File: config.mk
export PLATFORM = sky130hd
export DESIGN_NAME = smon_top
export DESIGN_NICKNAME = d
export VERILOG_FILES = /design/src/source/smon_pkg.sv /design/src/source/smon_cfg_if.sv /design/src/source/smon_cfg_decode.sv /design/src/source/smon_counter.sv /design/src/source/smon_threshold.sv /design/src/source/smon_top.sv
export SDC_FILE = /design/constraint.sdc
export NUM_CORES = 1
export LEC_CHECK = 0
export CELL_PAD_IN_SITES_DETAIL_PLACEMENT = 2
export CELL_PAD_IN_SITES_GLOBAL_PLACEMENT = 2
export CORE_MARGIN = 2
export CORE_UTILIZATION = 45
export CTS_BUF_LIST = sky130_fd_sc_hd__clkbuf_4
export DETAILED_ROUTE_END_ITERATION = 10
export DONT_BUFFER_PORTS = 1
export PLACE_DENSITY_LB_ADDON = 0.25
export SETUP_SLACK_MARGIN = 0.15
export SKIP_LAST_GASP = 1
export SYNTH_ARGS = -nofsm -noshare
export SYNTH_HDL_FRONTEND = slang
export SYNTH_SLANG_ARGS = --single-unit
File: constraint.sdc
create_clock -name clk -period 11.2 [get_ports clk]
set_clock_uncertainty 0.1 [all_clocks]
set_input_delay 1.68 -clock clk [delete_from_list [all_inputs] [get_ports clk]]
set_output_delay 1.68 -clock clk [all_outputs]
set_load 0.02 [all_outputs]
File: src/source/smon_pkg.sv
// shared sizes, register map, control fields and types, imported by every monitor block
`default_nettype none

package smon_pkg;

  // --------------------
  // sizes
  // --------------------

  // number of monitored lanes, fixed for this monitor
  localparam int SMON_LANES  = 8;
  // number of host-visible registers
  localparam int SMON_REGS   = 8;
  // register and lane word width
  localparam int SMON_DATA_W = 32;
  // width of one lane select field in the control register
  localparam int SMON_SEL_W  = $clog2(SMON_LANES);

  typedef logic [SMON_DATA_W-1:0] smon_word_t;

  // what a counter does with a matching sample
  typedef enum logic [1:0] {
    MODE_COUNT = 2'd0,
    MODE_SUM   = 2'd1,
    MODE_MAX   = 2'd2
  } smon_mode_e;

  // --------------------
  // register map
  // --------------------

  localparam int REG_CTRL      = 0;
  localparam int REG_CMP0      = 1;
  localparam int REG_CMP1      = 2;
  localparam int REG_CNT0      = 3;
  localparam int REG_CNT1      = 4;
  localparam int REG_THRESH    = 5;
  localparam int REG_TIMER     = 6;
  localparam int REG_TIMER_MAX = 7;

  // control register fields, the remaining bits are plain storage
  localparam int CTRL_EN_BIT   = 0;
  localparam int CTRL_MODE_LSB = 1;
  localparam int CTRL_SEL0_LSB = 4;
  localparam int CTRL_SEL1_LSB = 8;

endpackage

`default_nettype wire

File: src/source/smon_cfg_if.sv
// register access bundle shared by the decode, counting engine and threshold stages
`timescale 1ns/1ns
`default_nettype none

interface smon_cfg_if
  import smon_pkg::*;
();

  // one write pulse per register, already qualified by the one-hot check
  logic [SMON_REGS-1:0] wr;
  // data for whichever register is being written
  smon_word_t           wdata;
  // current contents of all registers, held in the engine
  smon_word_t           regs [SMON_REGS];
  // enable bit with the external disable folded in
  logic                 enabled;

  // host side, produces writes and needs the contents for read-back
  modport decode (
    output wr,
    output wdata,
    input  regs
  );

  // owner of the register file
  modport engine (
    input  wr,
    input  wdata,
    output regs,
    output enabled
  );

  // observer only
  modport result (
    input regs,
    input enabled
  );

endinterface

`default_nettype wire

File: src/source/smon_cfg_decode.sv
// host register access: one-hot check of the strobes, write forwarding and read mux
`timescale 1ns/1ns
`default_nettype none

module smon_cfg_decode
  import smon_pkg::*;
(
  input  logic                 clk,
  input  logic                 arst_n,
  input  logic [SMON_REGS-1:0] cfg_write,
  input  logic [SMON_REGS-1:0] cfg_read,
  input  smon_word_t           cfg_wdata,
  output logic                 cfg_ack,
  output logic                 cfg_err,
  output smon_word_t           cfg_rdata,
  smon_cfg_if.decode           bus
);

  // read and write strobes together, at most one bit of these may be set
  logic [2*SMON_REGS-1:0] strobes;

  assign strobes = {cfg_read, cfg_write};

  // --------------------
  // acknowledge and error
  // --------------------

  // every access is answered in its own cycle, good or bad
  assign cfg_ack = |strobes;

  // two or more strobe bits in one cycle make the whole access invalid,
  // this also covers a read and a write issued together
  assign cfg_err = !$onehot0(strobes);

  // --------------------
  // write path
  // --------------------

  // a rejected access must not touch any register
  assign bus.wr    = cfg_err ? '0 : cfg_write;
  // the data can go out unconditionally, it only matters with a pulse on wr
  assign bus.wdata = cfg_wdata;

  // --------------------
  // read path
  // --------------------

  // read data is combinational so the value comes back in the strobe cycle,
  // zero when nothing is read or the access was rejected
  always_comb begin
    cfg_rdata = '0;
    if (!cfg_err) begin
      for (int i = 0; i < SMON_REGS; i++) begin
        if (cfg_read[i]) begin
          cfg_rdata = bus.regs[i];
        end
      end
    end
  end

  // a write pulse reaches the engine only for an access with exactly one
  // strobe bit, an invalid access would otherwise commit on the next edge
  a_no_write_on_err : assert property (
    @(posedge clk) disable iff (!arst_n)
    (bus.wr != '0) |-> $onehot({cfg_read, cfg_write})
  );

endmodule

`default_nettype wire

File: src/source/smon_counter.sv
// counting engine: register file, lane select and compare, two counters, cycle timer
`timescale 1ns/1ns
`default_nettype none

module smon_counter
  import smon_pkg::*;
(
  input  logic                  clk,
  input  logic                  arst_n,
  input  logic                  disable_smon,
  input  logic [SMON_LANES-1:0] mon_v,
  input  smon_word_t            mon_comp [SMON_LANES],
  input  smon_word_t            mon_val  [SMON_LANES],
  smon_cfg_if.engine            bus
);

  smon_word_t            regs_q [SMON_REGS];
  smon_word_t            regs_d [SMON_REGS];
  smon_mode_e            mode;
  logic [SMON_SEL_W-1:0] sel [2];
  smon_word_t            cmp [2];
  smon_word_t            cnt [2];
  logic [1:0]            hit;
  logic                  enabled;
  logic                  timer_done;

  // new counter value for a matching sample, unknown mode codes hold the count
  function automatic smon_word_t next_count(smon_mode_e m, smon_word_t c, smon_word_t v);
    smon_word_t res;
    case (m)
      MODE_COUNT: res = c + smon_word_t'(1);
      MODE_SUM:   res = c + v;
      MODE_MAX:   res = (v > c) ? v : c;
      default:    res = c;
    endcase
    return res;
  endfunction

  // --------------------
  // control decode
  // --------------------

  // the external disable overrides the enable bit without changing it
  assign enabled = regs_q[REG_CTRL][CTRL_EN_BIT] && !disable_smon;
  assign mode    = smon_mode_e'(regs_q[REG_CTRL][CTRL_MODE_LSB +: 2]);
  assign sel[0]  = regs_q[REG_CTRL][CTRL_SEL0_LSB +: SMON_SEL_W];
  assign sel[1]  = regs_q[REG_CTRL][CTRL_SEL1_LSB +: SMON_SEL_W];
  assign cmp[0]  = regs_q[REG_CMP0];
  assign cmp[1]  = regs_q[REG_CMP1];
  assign cnt[0]  = regs_q[REG_CNT0];
  assign cnt[1]  = regs_q[REG_CNT1];

  // each counter looks at one lane, a hit needs valid and an exact tag match
  always_comb begin
    for (int k = 0; k < 2; k++) begin
      hit[k] = enabled && mon_v[sel[k]] && (mon_comp[sel[k]] == cmp[k]);
    end
  end

  // timer has reached its limit, this edge stops it and drops the enable bit
  assign timer_done = enabled && (regs_q[REG_TIMER] == regs_q[REG_TIMER_MAX]);

  // --------------------
  // next register state
  // --------------------

  always_comb begin
    regs_d = regs_q;
    if (timer_done) begin
      regs_d[REG_CTRL][CTRL_EN_BIT] = 1'b0;
    end else if (enabled) begin
      regs_d[REG_TIMER] = regs_q[REG_TIMER] + smon_word_t'(1);
    end
    if (hit[0]) begin
      regs_d[REG_CNT0] = next_count(mode, cnt[0], mon_val[sel[0]]);
    end
    if (hit[1]) begin
      regs_d[REG_CNT1] = next_count(mode, cnt[1], mon_val[sel[1]]);
    end
    // host writes come last so they win over any update in the same cycle
    for (int i = 0; i < SMON_REGS; i++) begin
      if (bus.wr[i]) begin
        regs_d[i] = bus.wdata;
      end
    end
  end

  always_ff @(posedge clk or negedge arst_n) begin
    if (!arst_n) begin
      for (int i = 0; i < SMON_REGS; i++) begin
        regs_q[i] <= '0;
      end
    end else begin
      regs_q <= regs_d;
    end
  end

  assign bus.regs    = regs_q;
  assign bus.enabled = enabled;

  // while disabled only the host may move a counter
  a_cnt0_frozen : assert property (
    @(posedge clk) disable iff (!arst_n)
    (!enabled && !bus.wr[REG_CNT0]) |=> $stable(regs_q[REG_CNT0])
  );

  a_cnt1_frozen : assert property (
    @(posedge clk) disable iff (!arst_n)
    (!enabled && !bus.wr[REG_CNT1]) |=> $stable(regs_q[REG_CNT1])
  );

endmodule

`default_nettype wire

File: src/source/smon_threshold.sv
// threshold stage: one-cycle interrupt when counter 0 first rises above the threshold
`timescale 1ns/1ns
`default_nettype none

module smon_threshold
  import smon_pkg::*;
(
  input  logic       clk,
  input  logic       arst_n,
  smon_cfg_if.result bus,
  output logic       smon_interrupt
);

  // counter 0 is above the threshold in this cycle
  logic above;
  // same comparison one cycle earlier
  logic above_q;

  // --------------------
  // compare
  // --------------------

  // unsigned compare, equal to the threshold does not count as above
  assign above = bus.regs[REG_CNT0] > bus.regs[REG_THRESH];

  // the history is kept even while disabled so that re-enabling with the
  // counter already above the threshold does not fire a stale interrupt
  always_ff @(posedge clk or negedge arst_n) begin
    if (!arst_n) begin
      above_q <= 1'b0;
    end else begin
      above_q <= above;
    end
  end

  // --------------------
  // interrupt
  // --------------------

  // the counter moves at an edge, so the crossing is seen as above high and
  // above_q still low in the cycle right after that edge, the next edge
  // catches above_q up and ends the pulse
  assign smon_interrupt = bus.enabled && above && !above_q;

  // one crossing gives exactly one pulse, back to back pulses would mean the
  // history register is not tracking the compare
  a_int_single_cycle : assert property (
    @(posedge clk) disable iff (!arst_n)
    smon_interrupt |=> !smon_interrupt
  );

endmodule

`default_nettype wire

File: src/source/smon_top.sv
// statistics monitor top level, plain host and lane ports around the three stages
`timescale 1ns/1ns
`default_nettype none

module smon_top
  import smon_pkg::*;
(
  input  logic                  clk,
  input  logic                  arst_n,
  input  logic                  disable_smon,
  input  logic [SMON_REGS-1:0]  cfg_write,
  input  logic [SMON_REGS-1:0]  cfg_read,
  input  smon_word_t            cfg_wdata,
  output logic                  cfg_ack,
  output logic                  cfg_err,
  output smon_word_t            cfg_rdata,
  input  logic [SMON_LANES-1:0] mon_v,
  input  smon_word_t            mon_comp [SMON_LANES],
  input  smon_word_t            mon_val  [SMON_LANES],
  output logic                  smon_interrupt,
  output logic                  smon_enabled
);

  // register writes, contents and the enable level between the stages
  smon_cfg_if cfg_bus ();

  // --------------------
  // decode stage
  // --------------------

  smon_cfg_decode i_smon_cfg_decode (
    .clk       (clk),
    .arst_n    (arst_n),
    .cfg_write (cfg_write),
    .cfg_read  (cfg_read),
    .cfg_wdata (cfg_wdata),
    .cfg_ack   (cfg_ack),
    .cfg_err   (cfg_err),
    .cfg_rdata (cfg_rdata),
    .bus       (cfg_bus.decode)
  );

  // --------------------
  // execute and result stages
  // --------------------

  smon_counter i_smon_counter (
    .clk          (clk),
    .arst_n       (arst_n),
    .disable_smon (disable_smon),
    .mon_v        (mon_v),
    .mon_comp     (mon_comp),
    .mon_val      (mon_val),
    .bus          (cfg_bus.engine)
  );

  smon_threshold i_smon_threshold (
    .clk            (clk),
    .arst_n         (arst_n),
    .bus            (cfg_bus.result),
    .smon_interrupt (smon_interrupt)
  );

  // enable level as seen by the engine, external disable included
  assign smon_enabled = cfg_bus.enabled;

endmodule

`default_nettype wire

Word-level counts from Yosys, hierarchy flattened

Index checks and enable logic that the tools add are counted.

Bits in registers: 257
Memories kept: 0
ROM bits: 0
Output and inout bits: 36
Bits in latches: 0
Bits of input ports: 571
Logic and storage cells: 109
Memory bits (writable): 0

Bitwise logic cells: 2
$lt $le $gt $ge: 8
Divide/modulo/power cells: 0
Eq/ne operators: 8
Reductions and logical operators: 22
$add $sub $neg: 20
Shift operators: 0
Multiplexer cells: 39
Multiply operators: 0

Operators with widths:

| operator                                                                      | number |
|---|---|
| 32-bit 2-to-1 mux                                                             | 26 |
| 32-bit binary-select mux with 3-bit select                                    | 4 |
| 32-bit case mux with 3 select lines                                           | 2 |
| 32-bit by 1-bit adder with 32-bit output (second input constant)              | 3 |
| 32-bit == test                                                                | 3 |
| 32-bit > comparator                                                           | 3 |
| 32-bit adder                                                                  | 2 |
| 5-bit adder                                                                   | 7 |
| 1-bit by 1-bit adder with 2-bit output                                        | 8 |
| 16-bit OR reduction                                                           | 1 |
| 4-bit >= comparator (second input constant)                                   | 2 |
| 1-bit logical AND                                                             | 8 |
| 3-bit by 4-bit less-than comparator with 1-bit output (second input constant) | 2 |
| 8-bit 2-to-1 mux                                                              | 1 |
| 3-bit NOT with 4-bit output                                                   | 2 |
| 2-bit nonzero test                                                            | 4 |
| 4-bit nonzero test                                                            | 2 |
| 1-bit binary-select mux with 3-bit select                                     | 2 |
| 3-bit by 2-bit inequality test with 1-bit output (second input constant)      | 2 |
| 3-bit AND reduction                                                           | 2 |
| 5-bit by 1-bit <= comparator with 1-bit output (second input constant)        | 1 |
| 1-bit 2-to-1 mux                                                              | 4 |
| 1-bit zero test                                                               | 3 |
| 2-bit by 1-bit == test with 1-bit output (second input constant)              | 1 |
| 4 further kinds                                                               | 4 |

Depth between registers and ports, before layout

Gate-level depths: netlist of the first run.

Word-level depth: 9
Depth in mapped cells: 25
Gate-level depth less buffers: 21

Modules after synthesis

From an unflattened synthesis of the first run, not the netlist that was laid out.

Cells, all modules: 2945
Area, all modules: 29086.6 sq um

By module, submodules not included:

| module          | cells an instance | area each (sq um) | sequential area each (sq um) | instances |
|---|---|---|---|---|
| smon_counter    | 2393              | 25421.9           | 6406.1                       | 1 |
| smon_cfg_decode | 431               | 2738.9            | 0.0                          | 1 |
| smon_threshold  | 121               | 925.9             | 25.0                         | 1 |

Worst setup path before layout of the first run

OpenSTA, ideal clock, no wires.

Kind: input -> output
Start: in cfg_read[3]
End: out cfg_rdata[10]
Required time: 9.420 ns
Cell stages on the path: 21
Arrival time: 6.755 ns
Slack: 2.665 ns
Path buffers: 4
Cells stage by stage: clkbuf_1 > clkbuf_1 > inv_1 > ha_1 > inv_1 > fa_1 > inv_1 > fa_1 > inv_1 > fa_1 > fa_1 > inv_1 > ha_1 > inv_1 > fa_1 > nand3b_1 > a21oi_1 > clkbuf_1 > nand2_1 > clkbuf_1 > o31ai_1

Word-level cells in the longest chain between the ends: 6
Elaborated cells on any way between the ends: 11
Those cells by class: add/sub (4); order compare (1); mux (6)

Ends and longest elaborated chain:

| item                                                                                                             | line                                         | text |
|---|---|---|
| start: declaration                                                                                               | smon_top.sv:12                               | `input logic [SMON_REGS-1:0] cfg_read,` |
| 1-bit by 1-bit adder with 2-bit output (not written as such) / 32-bit 2-to-1 mux (equally long branches)         | smon_cfg_decode.sv:33, smon_cfg_decode.sv:54 |  |
| 5-bit adder (not written as such) / 32-bit 2-to-1 mux (equally long branches) (3 in a row)                       | smon_cfg_decode.sv:33, smon_cfg_decode.sv:54 |  |
| 5-bit by 1-bit <= comparator with 1-bit output (not written as such) / 32-bit 2-to-1 mux (equally long branches) | smon_cfg_decode.sv:33, smon_cfg_decode.sv:54 |  |
| 32-bit 2-to-1 mux *                                                                                              | smon_cfg_decode.sv:52                        | `if (!cfg_err) begin` |
| end: declaration                                                                                                 | smon_top.sv:16                               | `output smon_word_t cfg_rdata,` |

Every way passes the cells marked *; elsewhere a longest branch is shown, timed or not.

Final worst setup path of the first run

Start: in cfg_read[6]
End: out cfg_rdata[27]

Word-level cells in the longest chain between the ends: 6
Elaborated cells on any way between the ends: 8
Those cells by class: add/sub (4); order compare (1); mux (3)

Ends and longest elaborated chain:

| item                                                                 | line                  | text |
|---|---|---|
| 1-bit by 1-bit adder with 2-bit output (not written as such)         | smon_cfg_decode.sv:33 | `assign cfg_err = !$onehot0(strobes);` |
| 5-bit adder (not written as such) (3 in a row)                       | smon_cfg_decode.sv:33 |  |
| 5-bit by 1-bit <= comparator with 1-bit output (not written as such) | smon_cfg_decode.sv:33 |  |
| 32-bit 2-to-1 mux *                                                  | smon_cfg_decode.sv:52 |  |

Marks and branches as above.

==> results of run 1 <==
how the worst max path moves through the flow:
stage           startpoint       endpoint  slack [ps]  cells after the start
2_1_floorplan  cfg_read[3]  cfg_rdata[10]        2670                     21
3_3_place_gp   cfg_read[6]  cfg_rdata[27]        1970                     21
3_5_place_dp   cfg_read[6]  cfg_rdata[27]        1620                     21
4_1_cts        cfg_read[6]  cfg_rdata[27]        1570                     21
5_1_grt        cfg_read[6]  cfg_rdata[27]        1110                     21
6_report       cfg_read[6]  cfg_rdata[27]        1580                     21
registers in the layout, summed over array words and instances (netlist names):
register and count:
i_smon_counter.bus.regs 256, i_smon_threshold.above_q 1
cell families after synthesis:
family                   Yosys count
AND/OR/NAND/NOR                  685
multiplexers                     595
adder cells (fa/ha/maj)          196
flip-flops                       257
AO/OA/AOI/OAI                    642
buffers and inverters            396
XOR/XNOR                         165
synth_stat cells, types with 13 or more instances:
| cell type | number |
|---|---|
| mux2i_1 | 148 |
| nand4_1 | 54 |
| xnor2_1 | 126 |
| o211ai_1 | 13 |
| a221oi_1 | 38 |
| dfrtp_1 | 257 |
| and3_1 | 18 |
| o21a_1 | 14 |
| a211oi_1 | 117 |
| ha_1 | 183 |
| fa_1 | 13 |
| nor3_1 | 47 |
| buf_1 | 17 |
| mux2_2 | 199 |
| inv_1 | 191 |
| nor4_1 | 25 |
| a21oi_1 | 169 |
| o21ai_0 | 99 |
| xor2_1 | 39 |
| nor2b_1 | 44 |
| nand3_1 | 43 |
| nand2_1 | 173 |
| o31ai_1 | 36 |
| mux4_2 | 248 |
| a21o_1 | 56 |
| and2_1 | 40 |
| nor2_1 | 187 |
| buf_2 | 30 |
| clkbuf_1 | 140 |
| nand2b_1 | 14 |
final cells by class:
cell class / instances / area [sq um] / share of cell area
Antenna cell: 31 / 77.6 / 0.00253
Clock buffer: 112 / 841 / 0.0275
Clock inverter: 23 / 154 / 0.00503
Inverter: 191 / 717 / 0.0234
Multi-Input combinational cell: 2283 / 20900 / 0.684
Sequential cell: 257 / 6450 / 0.211
Tap cell: 855 / 1070 / 0.0349
Timing Repair Buffer: 48 / 360 / 0.0118
per-stage QoR:
stage | instances | util | setup WS [ps]
detailed placement | 3634 | 0.462 | 1620
finish | 3800 | 0.478 | 1580
CTS | 3769 | 0.477 | 1570
global route | 3786 | 0.478 | 1110
global placement | 3634 | 0.462 | 1970
floorplan | 2936 | - | 2670
per-layer routing:
| layer | share of wire | vias up |
|---|---|---|
| li1 | - | 11030 |
| met1 | 0.39 | 14309 |
| met2 | 0.45 | 1544 |
| met3 | 0.11 | 399 |
| met4 | 0.054 | 22 |
| met5 | 0.0013 | - |
placed cells by master (no fill, tap or decap), types with 48 or more instances in the layout:
master | Yosys | layout
a21o_1 | 56 | 56
mux2_2 | 199 | 199
nand2_1 | 173 | 171
a21oi_1 | 169 | 169
a211oi_1 | 117 | 117
xnor2_1 | 126 | 126
o21ai_0 | 99 | 99
clkbuf_4 | 0 | 112
buf_4 | 10 | 48
nor2_1 | 187 | 184
mux4_2 | 248 | 248
nand4_1 | 54 | 54
dfrtp_1 | 257 | 251
inv_1 | 191 | 191
ha_1 | 183 | 181
mux2i_1 | 148 | 148
critical path: stages:
cell	delay (ps)
inv_1	800
ha_1	290
inv_1	50
fa_1	480
inv_1	50
fa_1	470
inv_1	60
fa_1	430
fa_1	470
inv_1	70
ha_1	160
inv_1	60
fa_1	420
nand3b_1	170
a21oi_1	760
inv_1	400
nor2_2	160
buf_4	350
nand2_1	140
o31ai_1	120
buf_4	210
where the power goes:
group | internal (W) | leakage [nW] | total [W] | switching (W)
combinational | 0.00348 | 9.09 | 0.00808 | 0.00460
sequential | 0.00143 | 3.06 | 0.00233 | 0.000901
clock | 0.000506 | 0.598 | 0.00101 | 0.000508
==> impl_metrics.tcl, run 1 <==
set metrics [dict create \
    status "complete, no violations" \
    ant_nets 0 \
    drive_above_1_share 0.223 \
    maxCapViolations 0 \
    yosysSeqAreaShare 0.222 \
    die_x_microns 258 \
    ff2ff_path_depth 14 \
    ioPinCount 607 \
    max_freq_mhz 104 \
    clockRootBuffer "clkbuf_4" \
    drc 0 \
    rsz0062_at_grt "false" \
    synth_nets 3703 \
    die_area_sq_um 66400 \
    cts_htree_levels 3 \
    synth_largest_area_cell "dfrtp_1" \
    worstSkewPairLatency_ps 870 \
    gp_congestion 1.08 \
    grt_pass1_vias 29307 \
    required_ps 9420 \
    synthesis.area_sq_um 29000 \
    finalSetupViolCount 0 \
    post-cts-setup-buffer-count 0 \
    grt_overflow_total 0 \
    min_path_type "flip-flop to flip-flop" \
    grt_start_max_net_pins 258 \
    slew_violations 0 \
    path_max_fanout 34 \
    grtUsageMet2 0.667 \
    drt_wl_total_microns 146000 \
    numCtsBuffers 78 \
    fp.dieH_microns 258 \
    fillers 6785 \
    met1_usage 0.547 \
    initial_core_util 0.453 \
    synth-edff-count 0 \
    async_reset_ff_frac 1.00 \
    cts_num_sinks 257 \
    ys_warn_count 0 \
    yosysTopAreaCellShare 0.222 \
    dp_hpwl_microns 114000 \
    cts_tree "built" \
    antenna_found_initial 40 \
    port_buffers 0 \
    synthCells 2936 \
    finalCriticalPeriod_ps 9620 \
    cts_resized 0 \
    synth.area.mux_share 0.321 \
    wire_per_inst_microns 38.5 \
    synth-simple-area-share 0.116 \
    top_usage_layer "met2" \
    worstPathArrival_ps 7840 \
    row_count 93 \
    ir_drop_mv 0.334 \
    first_iter_violations 2870 \
    relSlewSlack 0.177 \
    fin_hold_ws_ps 413 \
    power_w 0.0114 \
    synth_top_family_by_area "multiplexers" \
    place_area_sq_um 29500 \
    crit_type "primary input to output pin" \
    clockBufferDepth 3 \
    synthTopCellsByArea "dfrtp_1 (22%), mux4_2 (19%), ha_1 (7.9%)" \
    power.density_nw_per_um2 373 \
    fin_crit_sh 0.859 \
    syn_avg_cell_area_sq_um 9.86 \
    synthXorXnorAreaFrac 0.0499 \
    leakagePower_nw 12.7 \
    coreArea_sq_um 64000 \
    synthFlopType "dfrtp_1" \
    grt_usage 0.432 \
    synthAdderAreaFrac 0.0880 \
    tns_ps 0 \
    syn2layout_area_growth_pct 5.71 \
    worstMarginPinSlew_ps 1200 \
    whs_endpoint "i_smon_counter.bus.regs[249]" \
    met3_usage 0.137 \
    nets 3626 \
    whs_path_depth 2 \
    endpoint_kind "output pin" \
    holdBufCountCts 0 \
    hold_start "i_smon_counter.bus.regs[249]" \
    viasPerCell 7.19 \
    cp-start-kind "primary input" \
    grt_first_pass_wirelength_microns 209000 \
    worstReg2RegStart "i_smon_counter.bus.regs[233]" \
    synth.distinct_cells 73 \
    cts.clk_slew.worst_paths_ps 60 \
    design_area_sq_um 30600 \
    drt-pass1-iter-count 6 \
    worst_r2r_endpoint "i_smon_counter.bus.regs[117]" \
    ys_ff_latch 257 \
    vias 27304 \
    hold_viol_final 0 \
    synth_compound_area_frac 0.147 \
    r2r_slack_ps 4370 \
]
Note: power is estimated with default switching activity, not from simulation.
==> inputs of run 2 (changes only) <==
- CORE_UTILIZATION: 45 -> 42
- PLACE_DENSITY_LB_ADDON: 0.25 -> 0.1
- clock period: 11.2 -> 8.9 ns (I/O delays scaled with it)
==> run 2 against run 1 <==
Compared with the run above:
- critical path depth rose by 2
- worst setup slack got worse by 560 ps
- register-to-register slack got worse by 2100 ps
- wire length barely moved
- final area rose by 0.54%
- hold slack got worse by 370 ps
- via count fell by 1.4%
- count of clock-buffer cells in the layout rose by 5
- core utilization fell by 2.9 points
- critical endpoint is now cfg_rdata[25]
- largest cell class unchanged
- highest routed layer unchanged
==> impl_metrics.tcl, run 2 (synthesis gave the netlist of run 1 again) <==
set metrics [dict create \
    status "complete, no violations" \
    wire_per_inst_microns 38.1 \
    ir_drop_mv 0.327 \
    crit_buf_inv 11 \
    rsz0062_at_grt "false" \
    max_stage_delay_ps 480 \
    maxCapViolations 0 \
    row_count 96 \
    cp_slowest_cell "fa_1" \
    initial_core_util 0.423 \
    antenna_found_initial 35 \
    post-cts-setup-buffer-count 0 \
    place_ws_ps 1070 \
    largest_reg_flops 256 \
    dp_cells 3678 \
    fillers 7257 \
    gp_congestion 1.03 \
    ant_nets 0 \
    port_buffers 0 \
    path_depth 23 \
    drive_above_1_share 0.229 \
    dp_hpwl_microns 115000 \
    holdBufCountCts 0 \
    cts_num_sinks 257 \
    drc 0 \
    nets 3645 \
    hold_viol_final 0 \
    drt-pass1-iter-count 6 \
    worstMarginPinSlew_ps 1240 \
    leakagePower_nw 12.9 \
    cts_tree "built" \
    grt_usage 0.406 \
    first_iter_violations 2487 \
    die_area_sq_um 71100 \
    fp.dieH_microns 267 \
    crit_type "primary input to output pin" \
    cts_resized 0 \
    endpoint_kind "output pin" \
    cts_htree_levels 3 \
    syn2layout_area_growth_pct 6.27 \
    fin_hold_ws_ps 48.2 \
    finalSetupViolCount 0 \
    fin_ws_ps 1020 \
    max_freq_mhz 127 \
    slew_violations 0 \
    ioPinCount 607 \
    grt_first_pass_wirelength_microns 208000 \
    cp_top_family "adder cells" \
    numCtsBuffers 80 \
    tns_ps 0 \
    required_ps 7470 \
    cp_cell_sequence "inv_1 > buf_4 > ha_1 > inv_1 > fa_1 > inv_1 > fa_1 > inv_1 > fa_1 > fa_1 > inv_1 > ha_1 > inv_1 > fa_1 > nand3b_1 > a21oi_1 > buf_4 > inv_1 > nor2_2 > buf_4 > nand2_1 > o31ai_1 > buf_4" \
    die_x_microns 267 \
    drt_wl_total_microns 146000 \
    worstPathArrival_ps 6440 \
    layout_commonest_cell "dfrtp_1" \
    clockBufferDepth 3 \
    fin_crit_sh 0.885 \
    ff2ff_path_depth 14 \
    cts.clk_slew.worst_paths_ps 60 \
    cp-start-kind "primary input" \
    viasPerCell 7.03 \
    relSlewSlack 0.167 \
    grt_start_max_net_pins 258 \
    layout.cells.non_filler 3833 \
    crit_path_frequent_cell "inv_1" \
    vias 26927 \
    grt_overflow_total 0 \
    clockRootBuffer "clkbuf_4" \
    power.density_nw_per_um2 467 \
    grt_pass1_vias 28581 \
    min_path_type "primary input to async pin" \
    worstSkewPairLatency_ps 880 \
    coreArea_sq_um 68500 \
    path_max_fanout 34 \
    final_cell_mix "dfrtp_1 (251), mux4_2 (248), mux2_2 (199), inv_1 (191), nor2_1 (184)" \
    finalCriticalPeriod_ps 7880 \
]
==> run 2: changes by cell type in the layout (fill, tap and decap cells not counted), sizes merged <==
| cell | change |
|---|---|
| buf | +17 |
| clkbuf | +5 |
| diode | -16 |
==> run 2: layer usage <==
metal	share of wire	track usage
met1	0.40	0.520
met2	0.46	0.644
met3	0.099	0.128
met4	0.042	0.148
met5	0.0018	0.00554
==> run 2: metrics by stage <==
step                area [sq um]   util  total power, W
global route               30800  0.449          0.0153
global placement           29700  0.434          0.0124
floorplan                  29000      -         0.00965
finish                     30800  0.450          0.0144
CTS                        30700  0.449          0.0142
detailed placement         29700  0.434          0.0129
==> run 2: report_power, final <==
group | leakage [nW] | switching [W] | total, W | internal, W
registers | 3.06 | 0.00121 | 0.00300 | 0.00179
clock network | 0.621 | 0.000626 | 0.00129 | 0.000661
logic | 9.18 | 0.00566 | 0.0101 | 0.00443
total | 12.9 | 0.00749 | 0.0144 | 0.00689
==> run 2: worst paths after layout <==
kind	start	end	slack, ps
min	arst_n	i_smon_counter.bus.regs[50]	50
max reg2reg	i_smon_counter.bus.regs[228]	i_smon_counter.bus.regs[159]	2320
max in group asynchronous	arst_n	i_smon_counter.bus.regs[230]	8180
min in group clk	i_smon_counter.bus.regs[243]	i_smon_counter.bus.regs[243]	410
max	cfg_read[6]	cfg_rdata[25]	1020
min reg2reg	i_smon_counter.bus.regs[243]	i_smon_counter.bus.regs[243]	410
==> run 2: area by class of cell <==
cell class                 count  area, sq um  share of cell area
antenna                       15         37.5             0.00122
clock buffer                 117          878              0.0285
clock inverter                23          159             0.00516
inverter                     191          717              0.0233
multi-input combinational   2283        20900               0.680
sequential                   257         6450               0.210
tap                          882         1100              0.0359
timing repair buffer          65          488              0.0159
